**src/include/eq_config.svh**
```systemverilog
// ~~~~~~~~~~~~~~~~~~~~~~~~~~~~~~~~~~~~~~~~~~~~~~~~
// sizing macros for the equaliser datapath
// ~~~~~~~~~~~~~~~~~~~~~~~~~~~~~~~~~~~~~~~~~~~~~~~~

`ifndef EQ_CONFIG_SVH
`define EQ_CONFIG_SVH

// sample and gain width in bits
`define EQ_SAMPLE_W 16

// number of entries held in the sample window
`define EQ_WINDOW_DEPTH 64

// entries scaled by one band command and number of lanes
`define EQ_LANES 4

// valid bands run from 1 up to this count
`define EQ_BANDS 16

`endif

```
**src/rtl/eq_band_pkg.sv**
```systemverilog
// ~~~~~~~~~~~~~~~~~~~~~~~~~~~~~~~~~~~~~~~~~~~~~~~~
// band command and gain types
// ~~~~~~~~~~~~~~~~~~~~~~~~~~~~~~~~~~~~~~~~~~~~~~~~

`default_nettype none

`include "eq_config.svh"

package eq_band_pkg;

    // band number valid from 1 to EQ_BANDS
    typedef logic [$clog2(`EQ_BANDS+1)-1:0] band_index_t;

    // Q15 gain so 16'h7fff sits just under unity
    typedef logic signed [`EQ_SAMPLE_W-1:0] gain_t;

endpackage

`default_nettype wire

```
**src/rtl/eq_sample_pkg.sv**
```systemverilog
// ~~~~~~~~~~~~~~~~~~~~~~~~~~~~~~~~~~~~~~~~~~~~~~~~
// sample and window position types
// ~~~~~~~~~~~~~~~~~~~~~~~~~~~~~~~~~~~~~~~~~~~~~~~~

`default_nettype none

`include "eq_config.svh"

package eq_sample_pkg;

    // centred sample or bin read as Q15 by the lanes
    typedef logic signed [`EQ_SAMPLE_W-1:0] sample_t;

    // window position where 0 is the newest entry
    typedef logic [$clog2(`EQ_WINDOW_DEPTH)-1:0] win_index_t;

    // one band of entries and lane i holds entry base + i
    typedef sample_t [`EQ_LANES-1:0] lane_bins_t;

endpackage

`default_nettype wire

```
**src/rtl/eq_ifs.sv**
```systemverilog
// ~~~~~~~~~~~~~~~~~~~~~~~~~~~~~~~~~~~~~~~~~~~~~~~~
// window_if for band fetch and write-back
// band_if between dispatch, lanes and write-back
// ~~~~~~~~~~~~~~~~~~~~~~~~~~~~~~~~~~~~~~~~~~~~~~~~

`default_nettype none

interface window_if
    import eq_sample_pkg::*;
();
    // four-entry read for the band fetch
    win_index_t rd_base;
    lane_bins_t rd_bins;
    // four-entry write of scaled results
    logic       wr_en;
    win_index_t wr_base;
    lane_bins_t wr_bins;

    modport reader (output rd_base, input rd_bins);
    modport writer (output wr_en, output wr_base, output wr_bins);
    modport store (input rd_base, output rd_bins, input wr_en, input wr_base, input wr_bins);
endinterface

interface band_if
    import eq_sample_pkg::*;
    import eq_band_pkg::*;
();
    // one cycle strobe per accepted band command
    logic       issue;
    win_index_t base;
    gain_t      gain;
    lane_bins_t operands;
    // lane i owns element i
    lane_bins_t results;

    modport source (output issue, output base, output gain, output operands);
    modport lane (input gain, input operands, output results);
    modport sink (input issue, input base, input results);
endinterface

`default_nettype wire

```
**src/rtl/band_writeback.sv**
```systemverilog
// ~~~~~~~~~~~~~~~~~~~~~~~~~~~~~~~~~~~~~~~~~~~~~~~~
// band_writeback result write and done pulse
// ~~~~~~~~~~~~~~~~~~~~~~~~~~~~~~~~~~~~~~~~~~~~~~~~

`default_nettype none

module band_writeback
    import eq_sample_pkg::*;
(
    input  logic      clock,
    input  logic      fft_reset,
    band_if.sink      band,
    window_if.writer  win,
    output logic      band_done
);

    // issue and base delayed to meet the lane results
    logic       write_pending;
    win_index_t write_base;

    always_ff @(posedge clock or posedge fft_reset) begin
        if (fft_reset) begin
            write_pending <= 1'b0;
            band_done     <= 1'b0;
        end else begin
            write_pending <= band.issue;
            // done follows the cycle of the window write
            band_done     <= write_pending;
        end
    end

    // back to back commands each carry their own base
    always_ff @(posedge clock) begin
        if (band.issue) begin
            write_base <= band.base;
        end
    end

    assign win.wr_en   = write_pending;
    assign win.wr_base = write_base;
    assign win.wr_bins = band.results;

endmodule

`default_nettype wire

```
**src/flat_wrapper.sv**
```systemverilog
// flat-port wrapper written by rule: the top's interface ports become plain ports
module band_writeback_flat import eq_sample_pkg::*;
  (clock, fft_reset, band_done, band_issue, band_base, band_results, win_wr_en, win_wr_base, win_wr_bins);
  band_if band_i ();
  window_if win_i ();
  input  logic clock;
  input  logic fft_reset;
  output logic band_done;
  input wire logic [$bits(band_i.issue)-1:0] band_issue;
  input wire logic [$bits(band_i.base)-1:0] band_base;
  input wire logic [$bits(band_i.results)-1:0] band_results;
  output wire logic [$bits(win_i.wr_en)-1:0] win_wr_en;
  output wire logic [$bits(win_i.wr_base)-1:0] win_wr_base;
  output wire logic [$bits(win_i.wr_bins)-1:0] win_wr_bins;
  assign band_i.issue = band_issue;
  assign band_i.base = band_base;
  assign band_i.results = band_results;
  assign win_wr_en = win_i.wr_en;
  assign win_wr_base = win_i.wr_base;
  assign win_wr_bins = win_i.wr_bins;
  band_writeback u_core (.clock(clock), .fft_reset(fft_reset), .band(band_i), .win(win_i), .band_done(band_done));
endmodule
```
**config.mk**
```make
export PLATFORM = sky130hd
export DESIGN_NAME = band_writeback_flat
export DESIGN_NICKNAME = d
export VERILOG_FILES = /design/src/rtl/eq_band_pkg.sv /design/src/rtl/eq_sample_pkg.sv /design/src/rtl/eq_ifs.sv /design/src/rtl/band_writeback.sv /design/src/flat_wrapper.sv
export VERILOG_INCLUDE_DIRS = /design/src /design/src/include
export SDC_FILE = /design/constraint.sdc
export NUM_CORES = 1
export LEC_CHECK = 0
export BUFFER_PORTS_ARGS = -buffer_cell sky130_fd_sc_hd__buf_2
export CORE_MARGIN = 10
export CORE_UTILIZATION = 26
export DETAILED_ROUTE_END_ITERATION = 7
export PLACE_DENSITY = 0.84
export SYNTH_ARGS = -nofsm -noshare
export SYNTH_HDL_FRONTEND = slang
export SYNTH_SLANG_ARGS = --single-unit
```
**constraint.sdc**
```tcl
create_clock -name clock -period 1.4 [get_ports clock]
set_input_delay 0.07 -clock clock [delete_from_list [all_inputs] [get_ports clock]]
set_output_delay 0.07 -clock clock [all_outputs]
set_load 0.02 [all_outputs]
```
==> flow_summary.ini <==
[place]
dp_worst_setup_slack_ns = 0.806
placed_cells_incl_taps = 55
gp_congestion = 0.694
numPortBuffers = 16
place_area_um2 = 352

[clock_tree]
cts_resized = 0
cts_max_level = 1
root_buffer = clkbuf_4
clkSlewWorstSetupHoldPaths_ns = 0.05
numCtsBuffers = 3
cts_buffer_depth = 2
clk_latency_ns = 0.24
cts_tree = done
cts_sinks = 8

[route]
drt-initial-drc-count = 7
wl_per_cell_um = 21.9
route.detailed.drc = 0
postRouteAntennaNets = 0
vias = 269
finalWirelength_um = 1430
viasPerCell = 4.14
first_pass_iters = 3

[finish]
layout.cells.non_filler = 65
fin_nets = 110
stdcell_area_um2 = 444
syn2layout_area_growth_pct = -37.8
n_antenna_cell = 0
drive_gt1_share_pct = 54.3
multiInputGateArea_um2 = 0
multi_input_cells = 0

[synth]
netlist_instances = 73
syn_area_um2 = 714
ys_warn_count = 0
synthesis.nets = 146
ys_ff_latch = 8
synth-seq-area-share_pct = 32.2
postSynthAreaPerCell_um2 = 9.79
ys_types = 4

[grt]
grt_max_degree = 8
grt_first_pass_wirelength_um = 1880
antenna_found_initial = 0
grt_overflow_total = 0
track_usage_pct = 4.97
grt_pass1_vias = 311

[timing]
tns_ns = 0
setup_viol = 0
setup_slack_ns = 0.541
hold_violations = 0
max_slew_margin_pct = 89.6
maxSlewViolCount = 0
fmax_ghz = 1.16
period_needed_ns = 0.859
worstMarginPinSlew_ns = 0.156
finClkSkew_ns = 0.00247
fin_crit_sh_pct = 61.3
rsz0062_at_grt = no

[status]
status = finished clean

[worst_setup_path]
cp.arrival_ns = 0.79
worst-path-stages = 1
path_class = flip-flop to primary output
path_buf_inv = 1
crit_fanout = 1
path_cells = buf_2
slowest_stage = edfxtp_1
crit_required_ns = 1.33
critPathMaxStageDelay_ns = 0.37
crit_family = flip-flops
cp-end-kind = primary output
crit_path_start_kind = flip-flop
rr_worst_depth = 0

[power_and_ir_drop]
leakage_nw = 0.193
ir_drop_mv = 0.289
p_per_area_nw_per_um2 = 1170

[floorplanning]
fp-row-count = 18
core-area_um2 = 2540
dieWidth_um = 72.4
die-area_um2 = 5240
io_pins = 145
start_util_pct = 28.1
die_y_um = 72.4

[flow_run]
max_cap_violations = 0

[worst_hold_path]
hold_class = input port to flip-flop
hold_path_depth = 1
==> Yosys cell counts <==
library cell | instances | area share, %
inv_1 | 1 | 0.52
dfrtp_1 | 2 | 7.0
edfxtp_1 | 6 | 25
buf_4 | 64 | 67
==> registers in the layout (all words and copies together) (netlist names) <==
signal / flops
u_core.band_done: 1
u_core.win.wr_base: 6
u_core.win.wr_en: 1
==> per-stage QoR <==
step                      utilization (%)  power, mW  hold slack, ns
after floorplan                         -      0.575          -0.189
after global placement               13.8      0.337         -0.0796
final                                17.5      0.519          0.0377
after CTS                            17.1      0.522        0.000487
after global routing                 17.5      0.555          0.0283
after detailed placement             13.8      0.340         -0.0727
==> cells by family after synthesis <==
family / share of synthesized area, %
buffers and inverters: 67.8
flip-flops: 32.2
==> what timing repair did <==
| action | 4_1_cts | 5_1_grt |
|---|---|---|
| setup buffers | 0 | 0 |
| hold buffers | 6 | 1 |
| endpoints found under the setup margin | 0 | 0 |
| hold endpoints to repair | 7 | 1 |
==> cell usage in the layout (no fill, tap or decap) <==
cell type and instances:
dfrtp_1 2, dlygate4sd3_1 7, edfxtp_1 6, inv_1 1
clkbuf_4 3, buf_2 16
==> layout make-up <==
cell class	instances	area (µm²)
fill	273	2100
tap	30	37.5
clock buffer	3	22.5
timing repair buffer	23	150
inverter	1	3.75
sequential	8	230
==> final timing paths <==
| check | slack, ns | endpoint | from |
|---|---|---|---|
| max | 0.54 | win_wr_base[0] | u_core.win.wr_base[0]$_DFFE_PP_ |
| min | 0.04 | u_core.win.wr_en$_DFF_PP0_ | band_issue |
| max reg2reg | 0.90 | u_core.band_done$_DFF_PP0_ | u_core.win.wr_en$_DFF_PP0_ |
| min reg2reg | 0.39 | u_core.band_done$_DFF_PP0_ | u_core.win.wr_en$_DFF_PP0_ |
| max in group asynchronous | 1.06 | u_core.band_done$_DFF_PP0_ | fft_reset |
| min in group asynchronous | 0.22 | u_core.win.wr_en$_DFF_PP0_ | fft_reset |
==> per-layer routing <==
layer	routed length, µm	GRT usage, %	up-vias	share of wire [%]
met1	212	1.94	112	15
met4	126	7.59	0	8.8
met5	0	0	-	0
met2	816	8.26	47	57
met3	270	4.63	26	19
li1	-	-	84	-
==> where the power goes <==
part           switching, mW  total, mW  internal (mW)
combinational         0.0387     0.0703         0.0316
sequential           0.00513      0.280          0.275
clock                 0.0719      0.170         0.0977
Power figures use the tool's default switching activity.
