===== src/include/eq_config.svh =====
// ~~~~~~~~~~~~~~~~~~~~~~~~~~~~~~~~~~~~~~~~~~~~~~~~
// sizing macros for the equaliser datapath
// ~~~~~~~~~~~~~~~~~~~~~~~~~~~~~~~~~~~~~~~~~~~~~~~~

`ifndef EQ_CONFIG_SVH
`define EQ_CONFIG_SVH

// sample and gain width in bits
`define EQ_SAMPLE_W 16

// number of entries held in the sample window
`define EQ_WINDOW_DEPTH 64

// entries scaled by one band command and number of lanes
`define EQ_LANES 4

// valid bands run from 1 up to this count
`define EQ_BANDS 16

`endif


===== src/rtl/eq_sample_pkg.sv =====
// ~~~~~~~~~~~~~~~~~~~~~~~~~~~~~~~~~~~~~~~~~~~~~~~~
// sample and window position types
// ~~~~~~~~~~~~~~~~~~~~~~~~~~~~~~~~~~~~~~~~~~~~~~~~

`default_nettype none

`include "eq_config.svh"

package eq_sample_pkg;

    // centred sample or bin read as Q15 by the lanes
    typedef logic signed [`EQ_SAMPLE_W-1:0] sample_t;

    // window position where 0 is the newest entry
    typedef logic [$clog2(`EQ_WINDOW_DEPTH)-1:0] win_index_t;

    // one band of entries and lane i holds entry base + i
    typedef sample_t [`EQ_LANES-1:0] lane_bins_t;

endpackage

`default_nettype wire


===== src/rtl/adc_capture.sv =====
// ~~~~~~~~~~~~~~~~~~~~~~~~~~~~~~~~~~~~~~~~~~~~~~~~
// adc_capture edge detect and sample centring
// ~~~~~~~~~~~~~~~~~~~~~~~~~~~~~~~~~~~~~~~~~~~~~~~~

`default_nettype none

`include "eq_config.svh"

module adc_capture
    import eq_sample_pkg::*;
(
    input  logic                    clock,
    input  logic                    fft_reset,
    input  logic                    adc_ready,
    input  logic [`EQ_SAMPLE_W-1:0] adc_sample,
    input  logic                    sample_accept,
    output logic                    sample_pending,
    output sample_t                 pending_sample
);

    // offset binary mid scale maps to zero
    localparam logic [`EQ_SAMPLE_W-1:0] mid_scale = {1'b1, {(`EQ_SAMPLE_W-1){1'b0}}};

    logic adc_ready_q;
    logic adc_edge;

    // one cycle pulse on the low to high step of adc_ready
    assign adc_edge = adc_ready && !adc_ready_q;

    always_ff @(posedge clock or posedge fft_reset) begin
        if (fft_reset) begin
            adc_ready_q    <= 1'b0;
            sample_pending <= 1'b0;
        end else begin
            adc_ready_q <= adc_ready;
            // a fresh edge wins over the accept of the older sample
            if (adc_edge) begin
                sample_pending <= 1'b1;
            end else if (sample_accept) begin
                sample_pending <= 1'b0;
            end
        end
    end

    // held until the window takes it
    always_ff @(posedge clock) begin
        if (adc_edge) begin
            pending_sample <= sample_t'(adc_sample - mid_scale);
        end
    end

endmodule

`default_nettype wire


===== config.mk =====
export PLATFORM = sky130hd
export DESIGN_NAME = adc_capture
export DESIGN_NICKNAME = d
export VERILOG_FILES = /design/src/rtl/eq_sample_pkg.sv /design/src/rtl/adc_capture.sv
export VERILOG_INCLUDE_DIRS = /design/src /design/src/include
export SDC_FILE = /design/constraint.sdc
export NUM_CORES = 1
export LEC_CHECK = 0
export BUFFER_PORTS_ARGS = -buffer_cell sky130_fd_sc_hd__buf_2
export CORE_MARGIN = 10
export CORE_UTILIZATION = 38
export DETAILED_ROUTE_END_ITERATION = 12
export PLACE_DENSITY = 0.84
export SKIP_CTS_REPAIR_TIMING = 1
export SYNTH_ARGS = -nofsm -noshare
export SYNTH_HDL_FRONTEND = slang
export SYNTH_SLANG_ARGS = --single-unit
export TNS_END_PERCENT = 1

===== constraint.sdc =====
create_clock -name clock -period 1.3 [get_ports clock]
set_input_delay 0.195 -clock clock [delete_from_list [all_inputs] [get_ports clock]]
set_output_delay 0.195 -clock clock [all_outputs]
set_load 0.02 [all_outputs]

==> flow_summary_export.csv, run 1 <==
group,metric,value,unit
pwr,total_power,1.02,mW
clock_network,htreeDepth,1,
global_route,grt_pass1_vias,421,
sta,fin_crit_sh,88.2,%
place,placed_cell_area,762,µm²
worst_setup_path,cp.required,1.23,ns
clock_network,cts_made_buffers,3,
worst_setup_path,critPathLaunch,"adc_ready_q",
die,die_w,58.5,µm
global_route,antenna_found_initial,0,
clock_network,cts_tree,"yes",
pwr,netSwitchingPower,0.210,mW
clock_network,clk_transition_reported_paths,0.09,ns
die,rows,13,
worst_setup_path,max_stage_delay,0.40,ns
finish,nets,85,
synthesis,yosysWarnings,0,
pwr,comb_power_share,9.8,%
clock_network,clockRootBuffer,"clkbuf_4",
worst_setup_path,crit_slowest_cell,"dfrtp_1",
worst_hold_path,hold_depth,1,
route,via_count,342,
sta,setup-violations-final,0,
worst_setup_path,r2r_setup_slack,0.15,ns
worst_setup_path,setup.worst_path.start_class,"flop",
synthesis,synth_seq_area_share,94.2,%
worst_setup_path,path_delay_family,"flip-flops",
die,fp.dieH,58.5,µm
worst_setup_path,cp_max_fo,17,
synthesis,synth_nets,43,
sta,slew_headroom,69.7,%
synthesis,ys_ff_latch,18,
clock_network,clock-sinks,18,
finish,stdcell_area,795,µm²
run_status,status,"finished clean",
pwr,seq_power_share,65.4,%
synthesis,yosysTopAreaCell,"edfxtp_1",
sta,fin_setup_tns,0,ns
finish,syn2layout_area_growth,41.1,%
synthesis,synth_most_common_cell,"edfxtp_1",
worst_setup_path,end_kind,"flop",
sta,clock_skew,0.00150,ns
synthesis,syn_area_per_cell,24.5,µm²
place,post-dp-hpwl,1.07,mm
finish,fillCellCount,103,
global_route,gr-total-overflow,0,
pwr,clkPwrFrac,24.8,%
route,route.final.wire_length,1.28,mm
clock_network,cts_buffer_depth,2,
sta,period_minus_slack,1.15,ns
finish,final_util,58.9,%
die,num_io_pins,37,
synthesis,synth_ff_type,"edfxtp_1",
sta,fmax,0.872,GHz
worst_hold_path,hold_path_class,"in2reg",
clock_network,insertion_delay,0.28,ns
sta,maxSlewViolCount,0,
route,wire_per_inst,16.4,µm
synthesis,synth_area_leaders,"edfxtp_1, dfrtp_1, nor2b_4",
worst_setup_path,cp.buffers_inverters,0,
synthesis,synth_top_cell_area_share,85.3,%
pwr,ir_drop,0.639,mV
synthesis,async_flop_share,11.1,%
pwr,netSwitchingFraction,20.7,%
route,viasPerCell,4.38,
route,drtIter0Drc,2,
finish,drive_gt1_share,63.5,%
route,drtAntennaViolNets,0,
worst_setup_path,worstReg2RegEnd,"pending_sample[1]",
pwr,intPower,0.808,mW
sta,worst_pin_slew,0.454,ns
die,core,1350,µm²
place,port_buffers,36,
sta,finalHoldViolCount,0,
synthesis,synth_common_cells,"edfxtp_1, inv_1, dfrtp_1",
route,first_pass_iters,4,
synthesis,synth_cells,23,
worst_setup_path,reg2reg_depth,1,
worst_setup_path,crit_chain,"nor2b_4",
worst_setup_path,cp.arrival,1.08,ns
global_route,grt_max_degree,18,
worst_setup_path,rr_startpoint,"adc_ready_q",
pwr,p_leak,0.365,nW
synthesis,synth_edf_count,16,
worst_setup_path,endpoint,"pending_sample[1]",
global_route,track_usage,7.34,%
worst_hold_path,hold_start,"adc_ready",
sta,rsz0062_at_grt,"false",
synthesis,syn_area,563,µm²
route,drcViolationCount,0,
worst_setup_path,worstSetupPathType,"reg2reg",
finish,diodes,0,
place,gp_congestion,0.650,
global_route,grt_pass1_wl,1.97,mm
synthesis,synth_cell_types,5,
die,die-area,3420,µm²
pwr,p_per_area,1280,nW/µm²
flow_run,maxCapViolations,0,
die,start_util,41.7,%
worst_setup_path,cp.depth,1,
## flip-flops by register name, summed over array words and instances, names as in the netlist
signal,count
adc_ready_q,1
pending_sample,16
sample_pending,1
## cell type report
type / instances / area, µm² / area share, %
multi-input cells: 2 / 21.3 / 2.68
flip-flops and latches: 18 / 531 / 66.8
clock buffers: 3 / 22.5 / 2.83
inverters: 3 / 11.3 / 1.42
well taps: 15 / 18.8 / 2.36
repair buffers: 37 / 190 / 23.9
## per-stage QoR
step                setup WS, ns  instances  hold slack, ns
finish                     0.153         78          0.0374
global route              0.0775         78          0.0219
CTS                        0.138         77          -0.257
detailed placement         0.152         74          0.0563
global placement           0.191         74          0.0450
floorplan                  0.257         23         -0.0638
## placed cells by master (no fill, tap or decap)
cell	instances
edfxtp_1	16
dlygate4sd3_1	1
clkbuf_4	3
inv_1	3
dfrtp_1	2
a21o_1	1
nor2b_4	1
buf_2	36
## worst min path at each step
stage                     endpoint  slack (ns)
floorplan              adc_ready_q       -0.06
global placement    sample_pending        0.04
detailed placement  sample_pending        0.06
CTS                    adc_ready_q       -0.26
global route           adc_ready_q        0.02
finish                 adc_ready_q        0.04
## metal layers
metal | vias to the layer above | track usage [%] | share of wire [%]
li1 | 165 | - | -
met1 | 147 | 8.24 | 45
met2 | 30 | 10.6 | 40
met3 | 0 | 4.94 | 15
met4 | 0 | 3.02 | 0
met5 | - | 0 | 0
## cells by family after synthesis
group	Yosys count	synth area share (%)
and+or+nand+nor	1	2.44
AOI/OAI and AO/OA	1	1.33
DFF	18	94.2
buffers and inverters	3	2.00
## power groups by stage
| stage | combinational [mW] | sequential, mW | clock (mW) |
|---|---|---|---|
| after global routing | 0.109 | 0.668 | 0.291 |
| after detailed placement | 0.100 | 0.679 | 0 |
| after floorplan | 0.0140 | 0.710 | 0 |
| final | 0.0998 | 0.666 | 0.253 |
| after CTS | 0.100 | 0.666 | 0.265 |
| after global placement | 0.0964 | 0.678 | 0 |
Power figures use the tool's default switching activity.
==> run 2: changes to the inputs <==
--- a/config.mk
+++ b/config.mk
@@ -8,8 +8,9 @@
 export LEC_CHECK = 0
 export BUFFER_PORTS_ARGS = -buffer_cell sky130_fd_sc_hd__buf_2
+export CORE_ASPECT_RATIO = 1.4
 export CORE_MARGIN = 10
-export CORE_UTILIZATION = 38
+export CORE_UTILIZATION = 30
 export DETAILED_ROUTE_END_ITERATION = 12
-export PLACE_DENSITY = 0.84
+export PLACE_DENSITY = 0.7
 export SKIP_CTS_REPAIR_TIMING = 1
 export SYNTH_ARGS = -nofsm -noshare
==> constraint.sdc (replaced) <==
create_clock -name clock -period 1.3 [get_ports clock]
set_input_delay 0.26 -clock clock [delete_from_list [all_inputs] [get_ports clock]]
set_output_delay 0.26 -clock clock [all_outputs]
set_load 0.02 [all_outputs]
==> flow_summary_export.csv, run 2 (synthesized netlist as in run 1, its figures left out) <==
group,metric,value,unit
clock_network,cts_buffer_depth,2,
clock_network,clock-sinks,18,
global_route,grt_max_degree,18,
place,post-dp-hpwl,1.06,mm
route,via_count,337,
route,drtIter0Drc,1,
finish,layout_commonest_cell,"buf_2",
clock_network,htreeDepth,1,
finish,drive_gt1_share,62.5,%
finish,fillCellCount,168,
global_route,grt_pass1_wl,2.04,mm
finish,nets,85,
die,fp.dieH,71.3,µm
worst_setup_path,crit_slowest_cell,"dfrtp_1",
worst_setup_path,setup.worst_path.start_class,"flop",
die,die_w,56.6,µm
sta,fin_crit_sh,86.8,%
sta,worst_pin_slew,0.434,ns
run_status,status,"finished clean",
global_route,track_usage,6.47,%
finish,fin_cells,84,
sta,finalHoldViolCount,0,
place,dp_cells,79,
sta,fin_ws,0.172,ns
route,drtAntennaViolNets,0,
global_route,grt_pass1_vias,407,
sta,maxSlewViolCount,0,
finish,largest-register,"pending_sample",
clock_network,clockRootBuffer,"clkbuf_4",
sta,fin_setup_tns,0,ns
sta,slew_headroom,71.0,%
route,wire_per_inst,15.2,µm
route,drcViolationCount,0,
flow_run,maxCapViolations,0,
worst_setup_path,worstSetupPathType,"reg2reg",
clock_network,cts_tree,"yes",
finish,layout_common_cells,"buf_2, edfxtp_1, inv_1, clkbuf_4, dfrtp_1",
finish,multi_input_area,21.3,µm²
worst_setup_path,end_kind,"flop",
die,start_util,31.6,%
worst_setup_path,cp_max_fo,17,
pwr,total_power,1.03,mW
worst_setup_path,crit_chain,"nor2b_4",
finish,seq_area,531,µm²
sta,fmax,0.887,GHz
die,num_io_pins,37,
place,dp_worst_setup_slack,0.150,ns
worst_setup_path,path_delay_family,"flip-flops",
clock_network,cts_made_buffers,3,
pwr,p_leak,0.367,nW
route,viasPerCell,4.01,
place,port_buffers,36,
place,gp_congestion,0.659,
pwr,p_per_area,1280,nW/µm²
route,route.final.wire_length,1.28,mm
global_route,gr-total-overflow,0,
route,first_pass_iters,2,
worst_hold_path,hold_path_class,"in2reg",
worst_setup_path,max_stage_delay,0.41,ns
worst_setup_path,cp.buffers_inverters,0,
clock_network,insertion_delay,0.28,ns
worst_setup_path,cp.arrival,1.07,ns
pwr,ir_drop,0.780,mV
die,core,1780,µm²
finish,diodes,0,
sta,clock_skew,0.00101,ns
die,rows,18,
worst_setup_path,cp.required,1.24,ns
finish,top_regs,"pending_sample: 16 flops, adc_ready_q: 1 flops, sample_pending: 1 flops",
clock_network,clk_transition_reported_paths,0.09,ns
sta,setup-violations-final,0,
finish,largest_reg_flops,16,
global_route,antenna_found_initial,0,
sta,rsz0062_at_grt,"false",
die,die-area,4030,µm²
sta,period_minus_slack,1.13,ns
finish,syn2layout_area_growth,42.9,%
==> run 2: area by class of cell <==
| type | instances | share of cell area, % |
|---|---|---|
| clock buffer | 3 | 2.80 |
| tap | 20 | 3.11 |
| timing repair buffer | 37 | 23.6 |
| multi-input combinational | 2 | 2.64 |
| sequential | 18 | 65.9 |
| inverter | 3 | 1.40 |
| clock inverter | 1 | 0.467 |
==> run 2: final timing paths <==
path | start | end | slack, ns | cells past startpoint
min in group asynchronous | fft_reset | sample_pending | 0.35 | 3
worst min-delay path | adc_ready | adc_ready_q | 0.1 | 1
worst min register to register | sample_pending | sample_pending | 0.49 | 1
worst max register to register | adc_ready_q | pending_sample[8] | 0.17 | 1
worst max-delay path | adc_ready_q | pending_sample[8] | 0.17 | 1
max in group asynchronous | fft_reset | adc_ready_q | 0.85 | 3
==> run 2: through the flow <==
stage,utilization (%),hold slack [ns],area (µm²)
floorplan,-,0.00118,563
global placement,43.2,0.108,768
detailed placement,43.2,0.111,768
CTS,44.7,-0.204,795
global route,45.2,0.0894,805
finish,45.2,0.0991,805
==> run 2: power by group <==
group	internal [mW]	total (mW)	switching, mW
Clock	0.111	0.266	0.155
Sequential	0.659	0.667	0.00738
Combinational	0.0411	0.0981	0.0570
==> run 2: per-layer routing <==
layer	vias up	wire length (µm)	share of wire (%)	track usage, %
li1	165	-	-	-
met1	133	605	47	7.99
met2	37	391	31	7.21
met3	2	269	21	5.29
met4	0	12	0.94	4.02
met5	-	0	0	0
==> run 3: changes to the inputs <==
- BUFFER_PORTS_ARGS: -buffer_cell sky130_fd_sc_hd__buf_2 -> -buffer_cell sky130_fd_sc_hd__buf_4
==> flow_summary_export.csv, run 3 (synthesized netlist as in run 1, its figures left out) <==
group,metric,value,unit
clock_network,htreeDepth,1,
worst_hold_path,hold_path_class,"in2reg",
sta,slew_headroom,70.7,%
worst_setup_path,max_stage_delay,0.41,ns
sta,period_minus_slack,1.13,ns
finish,drive_gt1_share,62.5,%
sta,setup-violations-final,0,
finish,largest-register,"pending_sample",
route,drcViolationCount,0,
finish,top_regs,"pending_sample: 16 flops, adc_ready_q: 1 flops, sample_pending: 1 flops",
route,wire_per_inst,16.7,µm
die,core,1780,µm²
place,gp_congestion,0.701,
sta,fin_crit_sh,87.1,%
pwr,seq_power_share,62.5,%
die,num_io_pins,37,
route,drtAntennaViolNets,0,
worst_setup_path,path_delay_family,"flip-flops",
global_route,gr-total-overflow,0,
worst_setup_path,setup.worst_path.start_class,"flop",
global_route,grt_pass1_vias,429,
worst_setup_path,cp.buffers_inverters,0,
die,start_util,31.6,%
clock_network,clockRootBuffer,"clkbuf_4",
worst_setup_path,cp.required,1.25,ns
clock_network,cts_tree,"yes",
worst_setup_path,crit_chain,"nor2b_4",
finish,layout_commonest_cell,"buf_4",
sta,rsz0062_at_grt,"false",
die,rows,18,
global_route,track_usage,6.95,%
finish,largest_reg_flops,16,
pwr,comb_power_share,11.9,%
route,via_count,355,
pwr,intPower,0.840,mW
sta,worst_pin_slew,0.439,ns
global_route,antenna_found_initial,0,
finish,syn2layout_area_growth,58.9,%
pwr,p_leak,0.398,nW
pwr,total_power,1.07,mW
global_route,grt_pass1_wl,2.19,mm
worst_setup_path,crit_slowest_cell,"dfrtp_1",
flow_run,maxCapViolations,0,
sta,finalHoldViolCount,0,
route,route.final.wire_length,1.40,mm
sta,fin_setup_tns,0,ns
pwr,netSwitchingFraction,21.4,%
sta,clock_skew,0.000358,ns
pwr,netSwitchingPower,0.229,mW
worst_setup_path,worstSetupPathType,"reg2reg",
pwr,p_per_area,1190,nW/µm²
route,first_pass_iters,2,
pwr,clkPwrFrac,25.6,%
clock_network,cts_buffer_depth,2,
place,port_buffers,36,
sta,maxSlewViolCount,0,
die,fp.dieH,71.3,µm
die,die_w,56.6,µm
finish,final_util,50.3,%
global_route,grt_max_degree,18,
finish,nets,85,
route,viasPerCell,4.23,
clock_network,clock-sinks,18,
clock_network,cts_made_buffers,3,
worst_setup_path,cp_max_fo,17,
clock_network,clk_transition_reported_paths,0.09,ns
finish,layout_common_cells,"buf_4, edfxtp_1, inv_1, clkbuf_4, dfrtp_1",
worst_setup_path,cp.arrival,1.08,ns
sta,fin_ws,0.168,ns
place,dp_worst_setup_slack,0.162,ns
route,drtIter0Drc,1,
die,die-area,4030,µm²
clock_network,insertion_delay,0.29,ns
finish,diodes,0,
sta,fmax,0.883,GHz
worst_setup_path,end_kind,"flop",
run_status,status,"finished clean",
pwr,ir_drop,0.664,mV
==> run 3: cell counts in the layout (fill, tap and decap cells not counted) <==
Identical to the previous run, type by type.
==> run 3: worst paths after layout <==
kind	start	cells past startpoint	slack, ns	endpoint
setup reg to reg	adc_ready_q	1	0.17	pending_sample[1]
min in group asynchronous	fft_reset	3	0.36	adc_ready_q
max in group asynchronous	fft_reset	3	0.83	sample_pending
setup / recovery	adc_ready_q	1	0.17	pending_sample[1]
hold reg to reg	sample_pending	1	0.49	sample_pending
hold / removal	adc_ready	1	0.08	adc_ready_q
==> run 3: final cells by class <==
cell class	instances	area, µm²
fillers	167	885
flip-flops and latches	18	531
repair buffers	37	280
clock inverters	1	3.75
well taps	20	25.0
multi-input cells	2	21.3
clock buffers	3	22.5
inverters	3	11.3
==> run 3: metal layers <==
| metal | track usage, % | share of wire, % |
|---|---|---|
| met5 | 0 | 0 |
| met1 | 7.95 | 40 |
| met3 | 6.35 | 24 |
| met2 | 8.56 | 35 |
| met4 | 3.22 | 1.2 |
==> run 3: through the flow <==
| stage | cell area (µm²) | hold slack (ns) | instances |
|---|---|---|---|
| after floorplan | 563 | 0.00118 | 23 |
| after global placement | 858 | 0.119 | 79 |
| after global routing | 895 | 0.0732 | 84 |
| final | 895 | 0.0837 | 84 |
| after detailed placement | 858 | 0.122 | 79 |
| after CTS | 885 | -0.197 | 83 |
==> run 3: power groups by stage <==
stage / Clock [mW] / Sequential [mW] / Combinational (mW)
after CTS: 0.284 / 0.669 / 0.128
final: 0.274 / 0.668 / 0.127
after global routing: 0.306 / 0.671 / 0.137
after global placement: 0 / 0.681 / 0.125
after detailed placement: 0 / 0.681 / 0.127
after floorplan: 0 / 0.710 / 0.0140
